==> config.mk <==
export PLATFORM = sky130hd
export DESIGN_NAME = alu_subsystem
export DESIGN_NICKNAME = d
export VERILOG_FILES = /design/src/common/alu_pkg.sv /design/src/hw/alu_subsystem.sv /design/src/exec/exec_unit.sv /design/src/exec/alu.sv /design/src/hw/op_queue.sv /design/src/hw/instr_decode.sv
export VERILOG_INCLUDE_DIRS = /design/src /design/src/common
export SDC_FILE = /design/constraint.sdc
export NUM_CORES = 1
export LEC_CHECK = 0
export ABC_AREA = 1
export BUFFER_PORTS_ARGS = -buffer_cell sky130_fd_sc_hd__buf_2
export CAP_MARGIN = 5
export CORE_UTILIZATION = 30
export DETAILED_ROUTE_END_ITERATION = 6
export PLACE_DENSITY = 0.51
export SKIP_CTS_REPAIR_TIMING = 1
export SYNTH_ARGS = -nofsm -noshare
export SYNTH_HDL_FRONTEND = slang
export SYNTH_HIERARCHICAL = 1
export SYNTH_SLANG_ARGS = --single-unit
==> constraint.sdc <==
create_clock -name clk -period 3.75 [get_ports clk]
set_clock_uncertainty 0.2 [all_clocks]
set_input_delay 0.1875 -clock clk [delete_from_list [all_inputs] [get_ports clk]]
set_output_delay 0.1875 -clock clk [all_outputs]
set_load 0.01 [all_outputs]
==> src/common/alu_config.svh <==
`ifndef ALU_CONFIG_SVH
`define ALU_CONFIG_SVH

// sizing of the execute slice

`define ALU_DATA_W      8 // operand and register width

`define ALU_NUM_REGS    4 // register file entries

`define ALU_QUEUE_DEPTH 8 // decoded ops buffered ahead of execute

`endif
==> src/common/alu_pkg.sv <==
`default_nettype none

`include "alu_config.svh"

package alu_pkg;

	typedef logic [`ALU_DATA_W-1:0] data_t;
	typedef logic [$clog2(`ALU_NUM_REGS)-1:0] reg_idx_t;

	// 4-bit opcode encodings
	typedef enum logic [3:0] {
		ALU_NOP    = 4'b0000,
		ALU_PASS_B = 4'b0001, // mov
		ALU_ADD    = 4'b0010,
		ALU_SUB    = 4'b0011,
		ALU_AND    = 4'b0100,
		ALU_OR     = 4'b0101,
		ALU_RLC    = 4'b0110,
		ALU_RRC    = 4'b0111,
		ALU_NOT    = 4'b1000,
		ALU_NEG    = 4'b1001,
		ALU_INC    = 4'b1010,
		ALU_DEC    = 4'b1011,
		ALU_SETC   = 4'b1100,
		ALU_CLRC   = 4'b1101,
		ALU_PASS_A = 4'b1110, // stack address path
		ALU_INC_A  = 4'b1111
	} alu_op_e;

	// also used as the per-op update mask
	typedef struct packed {
		logic z;
		logic n;
		logic c;
		logic v;
	} alu_flags_t;

	typedef struct packed {
		alu_op_e  opcode;
		logic     use_imm; // b from imm instead of src
		reg_idx_t dst;     // operand a and destination
		reg_idx_t src;
		data_t    imm;
	} instr_t;

	typedef struct packed {
		instr_t     ins;
		logic       wr_en;
		alu_flags_t flag_mask;
	} dec_op_t;

endpackage

`default_nettype wire

==> src/hw/alu_subsystem.sv <==
`timescale 1ns/1ps
`default_nettype none

`include "alu_config.svh"

module alu_subsystem (
	input  wire                  clk,
	input  wire                  arst_n,
	input  wire                  instr_valid,
	input  wire alu_pkg::instr_t instr,
	input  wire                  hold,
	output logic                 wb_valid,
	output alu_pkg::reg_idx_t    wb_dst,
	output alu_pkg::data_t       wb_data,
	output logic                 wb_wr,
	output alu_pkg::alu_flags_t  flags,
	output logic                 overflow
);
	import alu_pkg::*;

	logic    dec_valid;
	dec_op_t dec_op;
	logic    q_empty;
	dec_op_t q_op;
	logic    q_pop;

	instr_decode u_decode (
		.clk         (clk),
		.arst_n      (arst_n),
		.instr_valid (instr_valid),
		.instr       (instr),
		.dec_valid   (dec_valid),
		.dec_op      (dec_op)
	);

	op_queue #(
		.payload_t (dec_op_t),
		.DEPTH     (`ALU_QUEUE_DEPTH)
	) u_queue (
		.clk       (clk),
		.arst_n    (arst_n),
		.push      (dec_valid), // no back-pressure
		.push_data (dec_op),
		.pop       (q_pop),
		.empty     (q_empty),
		.head      (q_op),
		.overflow  (overflow)
	);

	exec_unit u_exec (
		.clk      (clk),
		.arst_n   (arst_n),
		.hold     (hold),
		.q_empty  (q_empty),
		.q_op     (q_op),
		.q_pop    (q_pop),
		.wb_valid (wb_valid),
		.wb_wr    (wb_wr),
		.wb_dst   (wb_dst),
		.wb_data  (wb_data),
		.flags    (flags)
	);

endmodule

`default_nettype wire

==> src/exec/exec_unit.sv <==
`timescale 1ns/1ps
`default_nettype none

`include "alu_config.svh"

module exec_unit (
	input  wire                   clk,
	input  wire                   arst_n,
	input  wire                   hold,
	input  wire                   q_empty,
	input  wire alu_pkg::dec_op_t q_op,
	output logic                  q_pop,
	output logic                  wb_valid,
	output logic                  wb_wr,
	output alu_pkg::reg_idx_t     wb_dst,
	output alu_pkg::data_t        wb_data,
	output alu_pkg::alu_flags_t   flags
);
	import alu_pkg::*;

	data_t      regs [`ALU_NUM_REGS];
	data_t      op_a;
	data_t      op_b;
	data_t      alu_res;
	alu_flags_t alu_flags;

	assign q_pop = !q_empty && !hold; // one op per cycle unless held

	assign op_a = regs[q_op.ins.dst];
	assign op_b = q_op.ins.use_imm ? q_op.ins.imm : regs[q_op.ins.src];

	alu u_alu (
		.a         (op_a),
		.b         (op_b),
		.sel       (q_op.ins.opcode),
		.cin       (flags.c),
		.result    (alu_res),
		.flags_new (alu_flags)
	);

	always_ff @(posedge clk or negedge arst_n) begin
		if (!arst_n) begin
			for (int i = 0; i < `ALU_NUM_REGS; i++) begin
				regs[i] <= '0;
			end
			flags    <= '0;
			wb_valid <= 1'b0;
		end else begin
			wb_valid <= q_pop;
			if (q_pop) begin
				if (q_op.wr_en) begin
					regs[q_op.ins.dst] <= alu_res;
				end
				// masked flags take the new value, others hold
				flags <= (alu_flags & q_op.flag_mask) | (flags & ~q_op.flag_mask);
			end
		end
	end

	always_ff @(posedge clk) begin
		if (q_pop) begin
			wb_wr   <= q_op.wr_en;
			wb_dst  <= q_op.ins.dst;
			wb_data <= alu_res;
		end
	end

	a_wb_valid_known: assert property (@(posedge clk) arst_n |-> !$isunknown(wb_valid))
		else $error("wb_valid unknown out of reset");

endmodule

`default_nettype wire

==> src/exec/alu.sv <==
`timescale 1ns/1ps
`default_nettype none

`include "alu_config.svh"

module alu (
	input  wire [`ALU_DATA_W-1:0] a,
	input  wire [`ALU_DATA_W-1:0] b,
	input  wire alu_pkg::alu_op_e sel,
	input  wire                   cin,
	output logic [`ALU_DATA_W-1:0] result,
	output alu_pkg::alu_flags_t   flags_new
);
	import alu_pkg::*;

	localparam int W = `ALU_DATA_W;
	localparam logic [W-1:0] MAX_POS = {1'b0, {(W-1){1'b1}}}; // 7f
	localparam logic [W-1:0] MIN_NEG = {1'b1, {(W-1){1'b0}}}; // 80

	logic [W:0] wide; // add/sub with carry out

	always_comb begin
		result    = '0;
		flags_new = '0;
		wide      = '0;
		case (sel)
			ALU_PASS_B: result = b;
			ALU_PASS_A: result = a;
			ALU_INC_A:  result = a + 1'b1;
			ALU_ADD: begin
				wide        = {1'b0, a} + {1'b0, b};
				result      = wide[W-1:0];
				flags_new.c = wide[W];
				flags_new.v = (a[W-1] == b[W-1]) && (result[W-1] != a[W-1]);
			end
			ALU_SUB: begin
				wide        = {1'b0, a} - {1'b0, b};
				result      = wide[W-1:0];
				flags_new.c = wide[W]; // borrow
				flags_new.v = (a[W-1] != b[W-1]) && (result[W-1] != a[W-1]);
			end
			ALU_AND: result = a & b;
			ALU_OR:  result = a | b;
			ALU_RLC: begin
				result      = {b[W-2:0], cin};
				flags_new.c = b[W-1];
			end
			ALU_RRC: begin
				result      = {cin, b[W-1:1]};
				flags_new.c = b[0];
			end
			ALU_NOT: result = ~b;
			ALU_NEG: result = -b;
			ALU_INC: begin
				result      = b + 1'b1;
				flags_new.v = (b == MAX_POS);
				flags_new.c = (b == '1);
			end
			ALU_DEC: begin
				result      = b - 1'b1;
				flags_new.v = (b == MIN_NEG);
				flags_new.c = (b == '0);
			end
			ALU_SETC: flags_new.c = 1'b1;
			ALU_CLRC: flags_new.c = 1'b0;
			default: ; // nop
		endcase

		// zero and sign come from the result for every op that reports them
		if (sel inside {ALU_ADD, ALU_SUB, ALU_AND, ALU_OR,
				ALU_NOT, ALU_NEG, ALU_INC, ALU_DEC}) begin
			flags_new.z = (result == '0);
			flags_new.n = result[W-1];
		end
	end

endmodule

`default_nettype wire

==> src/hw/op_queue.sv <==
`timescale 1ns/1ps
`default_nettype none

module op_queue #(
	parameter type payload_t = logic,
	parameter int  DEPTH     = 8
) (
	input  wire           clk,
	input  wire           arst_n,
	input  wire           push,
	input  wire payload_t push_data,
	input  wire           pop,
	output logic          empty,
	output payload_t      head,
	output logic          overflow
);
	localparam int PTR_W = (DEPTH > 1) ? $clog2(DEPTH) : 1;

	payload_t         mem [DEPTH];
	logic [PTR_W-1:0] rd_ptr;
	logic [PTR_W-1:0] wr_ptr;
	logic [PTR_W:0]   count;
	logic             full;
	logic             do_push;
	logic             do_pop;

	assign full    = (count == (PTR_W+1)'(DEPTH));
	assign empty   = (count == '0);
	assign do_push = push && !full; // push into a full queue is lost
	assign do_pop  = pop && !empty;
	assign head    = mem[rd_ptr];

	always_ff @(posedge clk or negedge arst_n) begin
		if (!arst_n) begin
			rd_ptr   <= '0;
			wr_ptr   <= '0;
			count    <= '0;
			overflow <= 1'b0;
		end else begin
			if (do_push) begin
				wr_ptr <= (wr_ptr == PTR_W'(DEPTH-1)) ? '0 : wr_ptr + 1'b1;
			end
			if (do_pop) begin
				rd_ptr <= (rd_ptr == PTR_W'(DEPTH-1)) ? '0 : rd_ptr + 1'b1;
			end
			if (do_push && !do_pop) begin
				count <= count + 1'b1;
			end else if (do_pop && !do_push) begin
				count <= count - 1'b1;
			end
			if (push && full) begin
				overflow <= 1'b1; // sticky until reset
			end
		end
	end

	always_ff @(posedge clk) begin
		if (do_push) begin
			mem[wr_ptr] <= push_data;
		end
	end

	// the consumer gates its pop with empty
	a_no_pop_empty: assert property (@(posedge clk) disable iff (!arst_n)
		pop |-> !empty)
		else $error("op_queue popped while empty");

endmodule

`default_nettype wire

==> src/hw/instr_decode.sv <==
`timescale 1ns/1ps
`default_nettype none

module instr_decode (
	input  wire                  clk,
	input  wire                  arst_n,
	input  wire                  instr_valid,
	input  wire alu_pkg::instr_t instr,
	output logic                 dec_valid,
	output alu_pkg::dec_op_t     dec_op
);
	import alu_pkg::*;

	alu_flags_t mask;
	logic       wr_en;

	// which flags each opcode is allowed to touch
	always_comb begin
		case (instr.opcode)
			ALU_ADD, ALU_SUB, ALU_INC, ALU_DEC:
				mask = '{z: 1'b1, n: 1'b1, c: 1'b1, v: 1'b1};
			ALU_AND, ALU_OR, ALU_NOT, ALU_NEG:
				mask = '{z: 1'b1, n: 1'b1, c: 1'b0, v: 1'b0};
			ALU_RLC, ALU_RRC, ALU_SETC, ALU_CLRC:
				mask = '{z: 1'b0, n: 1'b0, c: 1'b1, v: 1'b0};
			default:
				mask = '0; // pass ops and nop
		endcase
	end

	// flag-only ops and nop leave the register file alone
	assign wr_en = !(instr.opcode inside {ALU_NOP, ALU_SETC, ALU_CLRC});

	always_ff @(posedge clk or negedge arst_n) begin
		if (!arst_n) begin
			dec_valid <= 1'b0;
		end else begin
			dec_valid <= instr_valid;
		end
	end

	always_ff @(posedge clk) begin
		if (instr_valid) begin
			dec_op.ins       <= instr;
			dec_op.wr_en     <= wr_en;
			dec_op.flag_mask <= mask;
		end
	end

endmodule

`default_nettype wire

### After elaboration in Yosys (flattened, before gate mapping)

Memories as Yosys holds them, arrays and structs flattened. A register that Yosys moved wholly into a read port is not among the register bits.
Cells that the tools add are included.

| operators by class | value |
|---|---|
| $add $sub $neg | 10 |
| magnitude comparators | 3 |
| equal/unequal tests | 26 |
| multiplexer cells | 20 |
| bitwise logic cells | 9 |
| reductions and logical operators | 23 |

Operator list:

| operator | count |
|---|---|
| 8-bit one-hot mux with 13 select lines | 1 |
| 8-bit two-way mux | 6 |
| 4-bit == test (second input constant) | 10 |
| 8-bit binary-select mux with 2-bit select | 2 |
| 32-bit bitwise mux | 1 |
| 8-bit by 1-bit adder with 8-bit output (second input constant) | 2 |
| 8-bit demux with 2-bit select | 1 |
| 4-bit by 3-bit == test with 1-bit output (second input constant) | 4 |
| 8-bit == test (second input constant) | 2 |
| 8-bit logical NOT | 2 |
| 8-bit by 8-bit adder with 9-bit output | 1 |
| 1-bit logical AND | 9 |
| 8-bit by 8-bit subtractor with 9-bit output | 1 |
| 4-bit bitwise AND | 2 |
| 8-bit bitwise AND | 1 |
| 4-bit by 2-bit == test with 1-bit output (second input constant) | 2 |
| 8-bit by 7-bit == test with 1-bit output (second input constant) | 1 |
| 4-bit logical NOT | 2 |
| 4-bit two-way mux | 2 |
| 8-bit negator | 1 |
| 8-bit NOT | 1 |
| 8-bit bitwise OR | 1 |
| 8-bit nonzero test | 1 |
| 8-bit by 1-bit subtractor with 8-bit output (second input constant) | 1 |
| 21 further kinds | 34 |

| word-level totals | value |
|---|---|
| bits in registers | 78 |
| memory bits (writable) | 176 |
| memory bits (read-only) | 64 |
| input port bits | 21 |
| output and inout bits | 17 |
| logic and storage cells | 116 |
| memories | 2 |

Memory list:

| memory | depth | width | read ports | clocked after Yosys merged registers in | write ports | line | source |
|---|---|---|---|---|---|---|---|
| u_queue.mem | 8 | 22 | 1 | 0 | 1 | op_queue.sv:19 | `payload_t mem [DEPTH];` |
| (name not given) | 16 | 4 | 1 | 1 | 0 | instr_decode.sv:19 | `case (instr.opcode)` |

### Logic depth before layout (Yosys ltp)

An unclocked memory read counts as a cell.

| depth | value |
|---|---|
| depth after elaboration | 12 |
| mapped depth | 34 |
| gate-level depth less buffers | 29 |

### Cells and area by module

The synthesis kept the hierarchy.

By module, submodules not included:

| module | instances | cells an instance | area an instance (um2) | sequential area each (um2) |
|---|---|---|---|---|
| op_queue | 1 | 849 | 8241.7 | 5560.3 |
| exec_unit | 1 | 308 | 2575.0 | 1256.2 |
| alu | 1 | 487 | 2473.6 | 0.0 |
| instr_decode | 1 | 35 | 721.9 | 655.6 |

### Worst setup path after synthesis

Ideal clock, no wire load.

| path | value |
|---|---|
| path kind | register -> register |
| start | reg u_queue.rd_ptr[0] |
| end | reg u_exec/regs[14] (netlist bit) |
| setup time | 0.074 ns |
| arrival | 3.587 ns |
| required time | 3.476 ns |
| path slack | -0.111 ns |
| cell stages (with the launch flop) | 32 |
| buffers on the path | 6 |
| period minus slack after synthesis | 3.861 ns |
| cell sequence | dfrtp_1 buf_6 buf_4 buf_2 nand2_1 nand2_1 nand2_1 nand2_1 nand2_1 buf_2 inv_2 buf_2 nand2_1 nand3_1 nand2_1 nand2_1 nand2_1 clkbuf_1 inv_1 ha_1 inv_1 a21oi_1 nand2_1 nand2_1 nand2_1 a21oi_1 inv_1 nand2_1 nand3_1 nand3_1 inv_1 o21ai_2 |

RTL lines:

| what | line | source |
|---|---|---|
| start: declaration | op_queue.sv:20 | `logic [PTR_W-1:0] rd_ptr;` |
| start signal: assignment | op_queue.sv:44 | `rd_ptr <= (rd_ptr == PTR_W'(DEPTH-1)) ? '0 : rd_ptr + 1'b1;` |
| end signal: indexed assignment | exec_unit.sv:52 | `regs[q_op.ins.dst] <= alu_res;` |
| end: declaration | exec_unit.sv:21 | `` data_t regs [`ALU_NUM_REGS]; `` |

==> flow_summary.json <==
{
  "h-tree-depth": 1,
  "port_buffers": 37,
  "synth_commonest_cells": "nand2_1 (601), nor2_1 (247), edfxtp_1 (208), inv_1 (208), nand3_1 (95)",
  "fin_crit_ns": 3.88,
  "dp_slack_ns": -0.516,
  "synth-compound-area-share_pct": 4.55,
  "antennaDiodeCount": 0,
  "wl_mm": 40.0,
  "crit_path_max_fanout": 7,
  "drtIter0Drc": 816,
  "synthXorXnorAreaFrac_pct": 0.188,
  "violations": "setup timing",
  "slew_headroom_pct": 45.2,
  "antenna_left": 0,
  "finalWorstSetupSlack_ns": -0.132,
  "ios": 38,
  "clk_latency_ns": 0.60,
  "cp-end-kind": "register",
  "grt_pass1_vias": 10500,
  "outcome": "finished, violations left",
  "synthesis.nets": 1739,
  "drv_cap": 0,
  "synth-async-reset-ratio_pct": 19.1,
  "dpl.hpwl_mm": 27.3,
  "min_path_type": "in2async",
  "cts_made_buffers": 30,
  "finalSetupViolations": 14,
  "cpLargestDelayFamily": "simple AND/OR/NAND/NOR gates",
  "finalHoldViolCount": 0,
  "synth_fa_ha_area_share_pct": 3.64,
  "post_drt_wl_per_cell_um": 15.8,
  "grt_overflow": 0,
  "clockBufferDepth": 3,
  "nNetsFinal": 1964,
  "vias": 11400,
  "cts_root_buffer": "clkbuf_16",
  "yosys_warnings": 6,
  "start_util_pct": 30.6,
  "rsz0062_at_grt": "yes",
  "crit_buf_inv": 7,
  "cp-start-kind": "register",
  "synthSimpleGateAreaFrac_pct": 30.0,
  "ys.flop_type": "edfxtp_1",
  "maxSlewViolCount": 0,
  "drive_above_1_share_pct": 25.5,
  "synth.area.top_cells": "edfxtp_1 (45%), nand2_1 (16%), dfrtp_1 (8.8%), nor2_1 (6.6%), inv_1 (5.6%)",
  "max_clock_freq_ghz": 0.258,
  "critical_path.max_stage_delay_ns": 0.56,
  "die_area_um2": 47600,
  "synth_edf_count": 208,
  "crit_type": "reg2reg",
  "via_per_inst": 4.51,
  "yosysUniqueCellTypes": 43,
  "fin_crit_sh_pct": 104,
  "grt_first_pass_wirelength_mm": 60.5,
  "synth_area_leader_cell": "edfxtp_1",
  "synth_top_family_by_area": "simple AND/OR/NAND/NOR gates",
  "clk_pin_slew_ns": 0.06,
  "synth_top_area_share_pct": 44.6,
  "die_h_um": 218,
  "drt_pass1_iterations": 5,
  "antenna_found_initial": 0,
  "cp.arrival_ns": 4.14,
  "synth_most_common_cell": "nand2_1",
  "cts_tree": "done",
  "core_area_um2": 45800,
  "synth_area_um2": 14000,
  "placementRows": 78,
  "avgSynthCellArea_um2": 8.35,
  "place_congestion": 0.960,
  "critPathRequiredTime_ns": 4.01,
  "whs_ns": 0.0403,
  "drc": 0,
  "grt_usage_pct": 16.6,
  "synthMuxAreaShare_pct": 0,
  "die_w_um": 218,
  "ys_seq_area_share_pct": 53.3,
  "syn_inst": 1679,
  "grt_max_degree": 45,
  "ys_ff_latch": 257,
  "critPathSlowestCell": "dfrtp_4",
  "tightest_slew_ns": 0.822,
  "cts_sinks": 257,
  "syn_to_final_growth_pct": 28.1
}
==> placed cells by master (no fill, tap or decap), types with 3 or more instances in the layout <==
cell	netlist	layout
nor3_2	1	11
nand3_1	95	84
nand2_1	601	566
buf_12	0	5
ha_2	0	6
nand3_4	5	9
a21oi_1	18	8
inv_2	11	23
dlygate4sd3_1	0	20
clkinv_1	0	5
clkbuf_16	0	33
inv_1	208	184
edfxtp_1	208	208
nand2_2	16	43
dfrtp_1	49	48
clkbuf_1	8	5
clkinvlp_4	0	4
ha_1	36	21
inv_4	1	10
buf_2	20	37
ha_4	0	9
clkinv_2	1	7
buf_4	6	159
o21ai_0	26	24
nand4_1	14	14
a21oi_2	1	9
nand2_4	3	11
o21ai_1	2	4
o21ai_2	32	32
o22ai_1	4	4
nand3_2	3	10
nor2_2	5	25
nor3_1	13	3
or2_2	3	3
a22oi_1	5	3
nor2_4	5	8
buf_6	12	18
nor2_1	247	224
==> logic make-up (layout without fill, tap and decap cells) <==
group	after synthesis	after routing
buffers and inverters	271	520
adders and majority gates	39	39
AOI/OAI and AO/OA	94	94
xor gates and xnor gates	3	3
and+or+nand+nor	1015	1015
DFF	257	257
==> registers in the layout (all words and copies together) (netlist names), 2 cells and up, named ones only <==
signal,flops
u_decode/dec_op,21
u_exec/regs,32
u_exec/wb_data,8
u_exec/wb_dst,2
u_queue/count,4
u_queue/mem,176
u_queue/rd_ptr,3
u_queue/wr_ptr,3
==> stage by stage <==
stage          setup TNS [ns]  std cells  cell area, µm²  util (%)
2_1_floorplan               0       1679           14000         -
3_3_place_gp           -10.76       2418           15900      34.7
3_5_place_dp           -11.03       2418           15900      34.7
4_1_cts                -12.62       2474           16800      36.8
5_1_grt                 -5.73       2528           18000      39.2
6_report                -1.19       2528           18000      39.2
==> final cells by class <==
type / instances / area (µm²)
multi-input combinational: 1151 / 5920
tap: 600 / 751
clock inverter: 18 / 150
sequential: 257 / 7480
clock buffer: 38 / 822
fill: 4617 / 27800
timing repair buffer: 243 / 1960
inverter: 221 / 878
==> worst reg2reg max path: cells and delay by family, from the launching register on <==
family,cells,cell delay [ns]
buffers and inverters,7,0.69
adder cells (fa/ha/maj),2,0.56
AO/OA/AOI/OAI,3,0.26
AND/OR/NAND/NOR,17,1.48
flip-flops,1,0.56
==> layer usage <==
| metal | share of wire, % | track usage (%) | routed length (µm) |
|---|---|---|---|
| met1 | 46 | 22.4 | 18500 |
| met2 | 46 | 27.1 | 18400 |
| met3 | 4.5 | 2.42 | 1790 |
| met4 | 3.2 | 5.66 | 1290 |
| met5 | 0 | 0 | 0 |
==> path summary, 6_finish.rpt <==
path	slack [ns]	cells after the start	end	start
min in group clk	0.10	2	u_decode/dec_op[13]	instr[8]
max reg2reg	-0.13	29	register	u_queue/rd_ptr[0]
min	0.04	2	u_exec/regs[29]	arst_n
min reg2reg	0.27	1	u_queue/overflow	u_queue/overflow
max in group asynchronous	2.54	3	asynchronous set/reset pin	arst_n
max	-0.13	29	register	u_queue/rd_ptr[0]
Power is not shown: default switching activity piles up to over one toggle a cycle in this logic, so the estimate is an artifact.
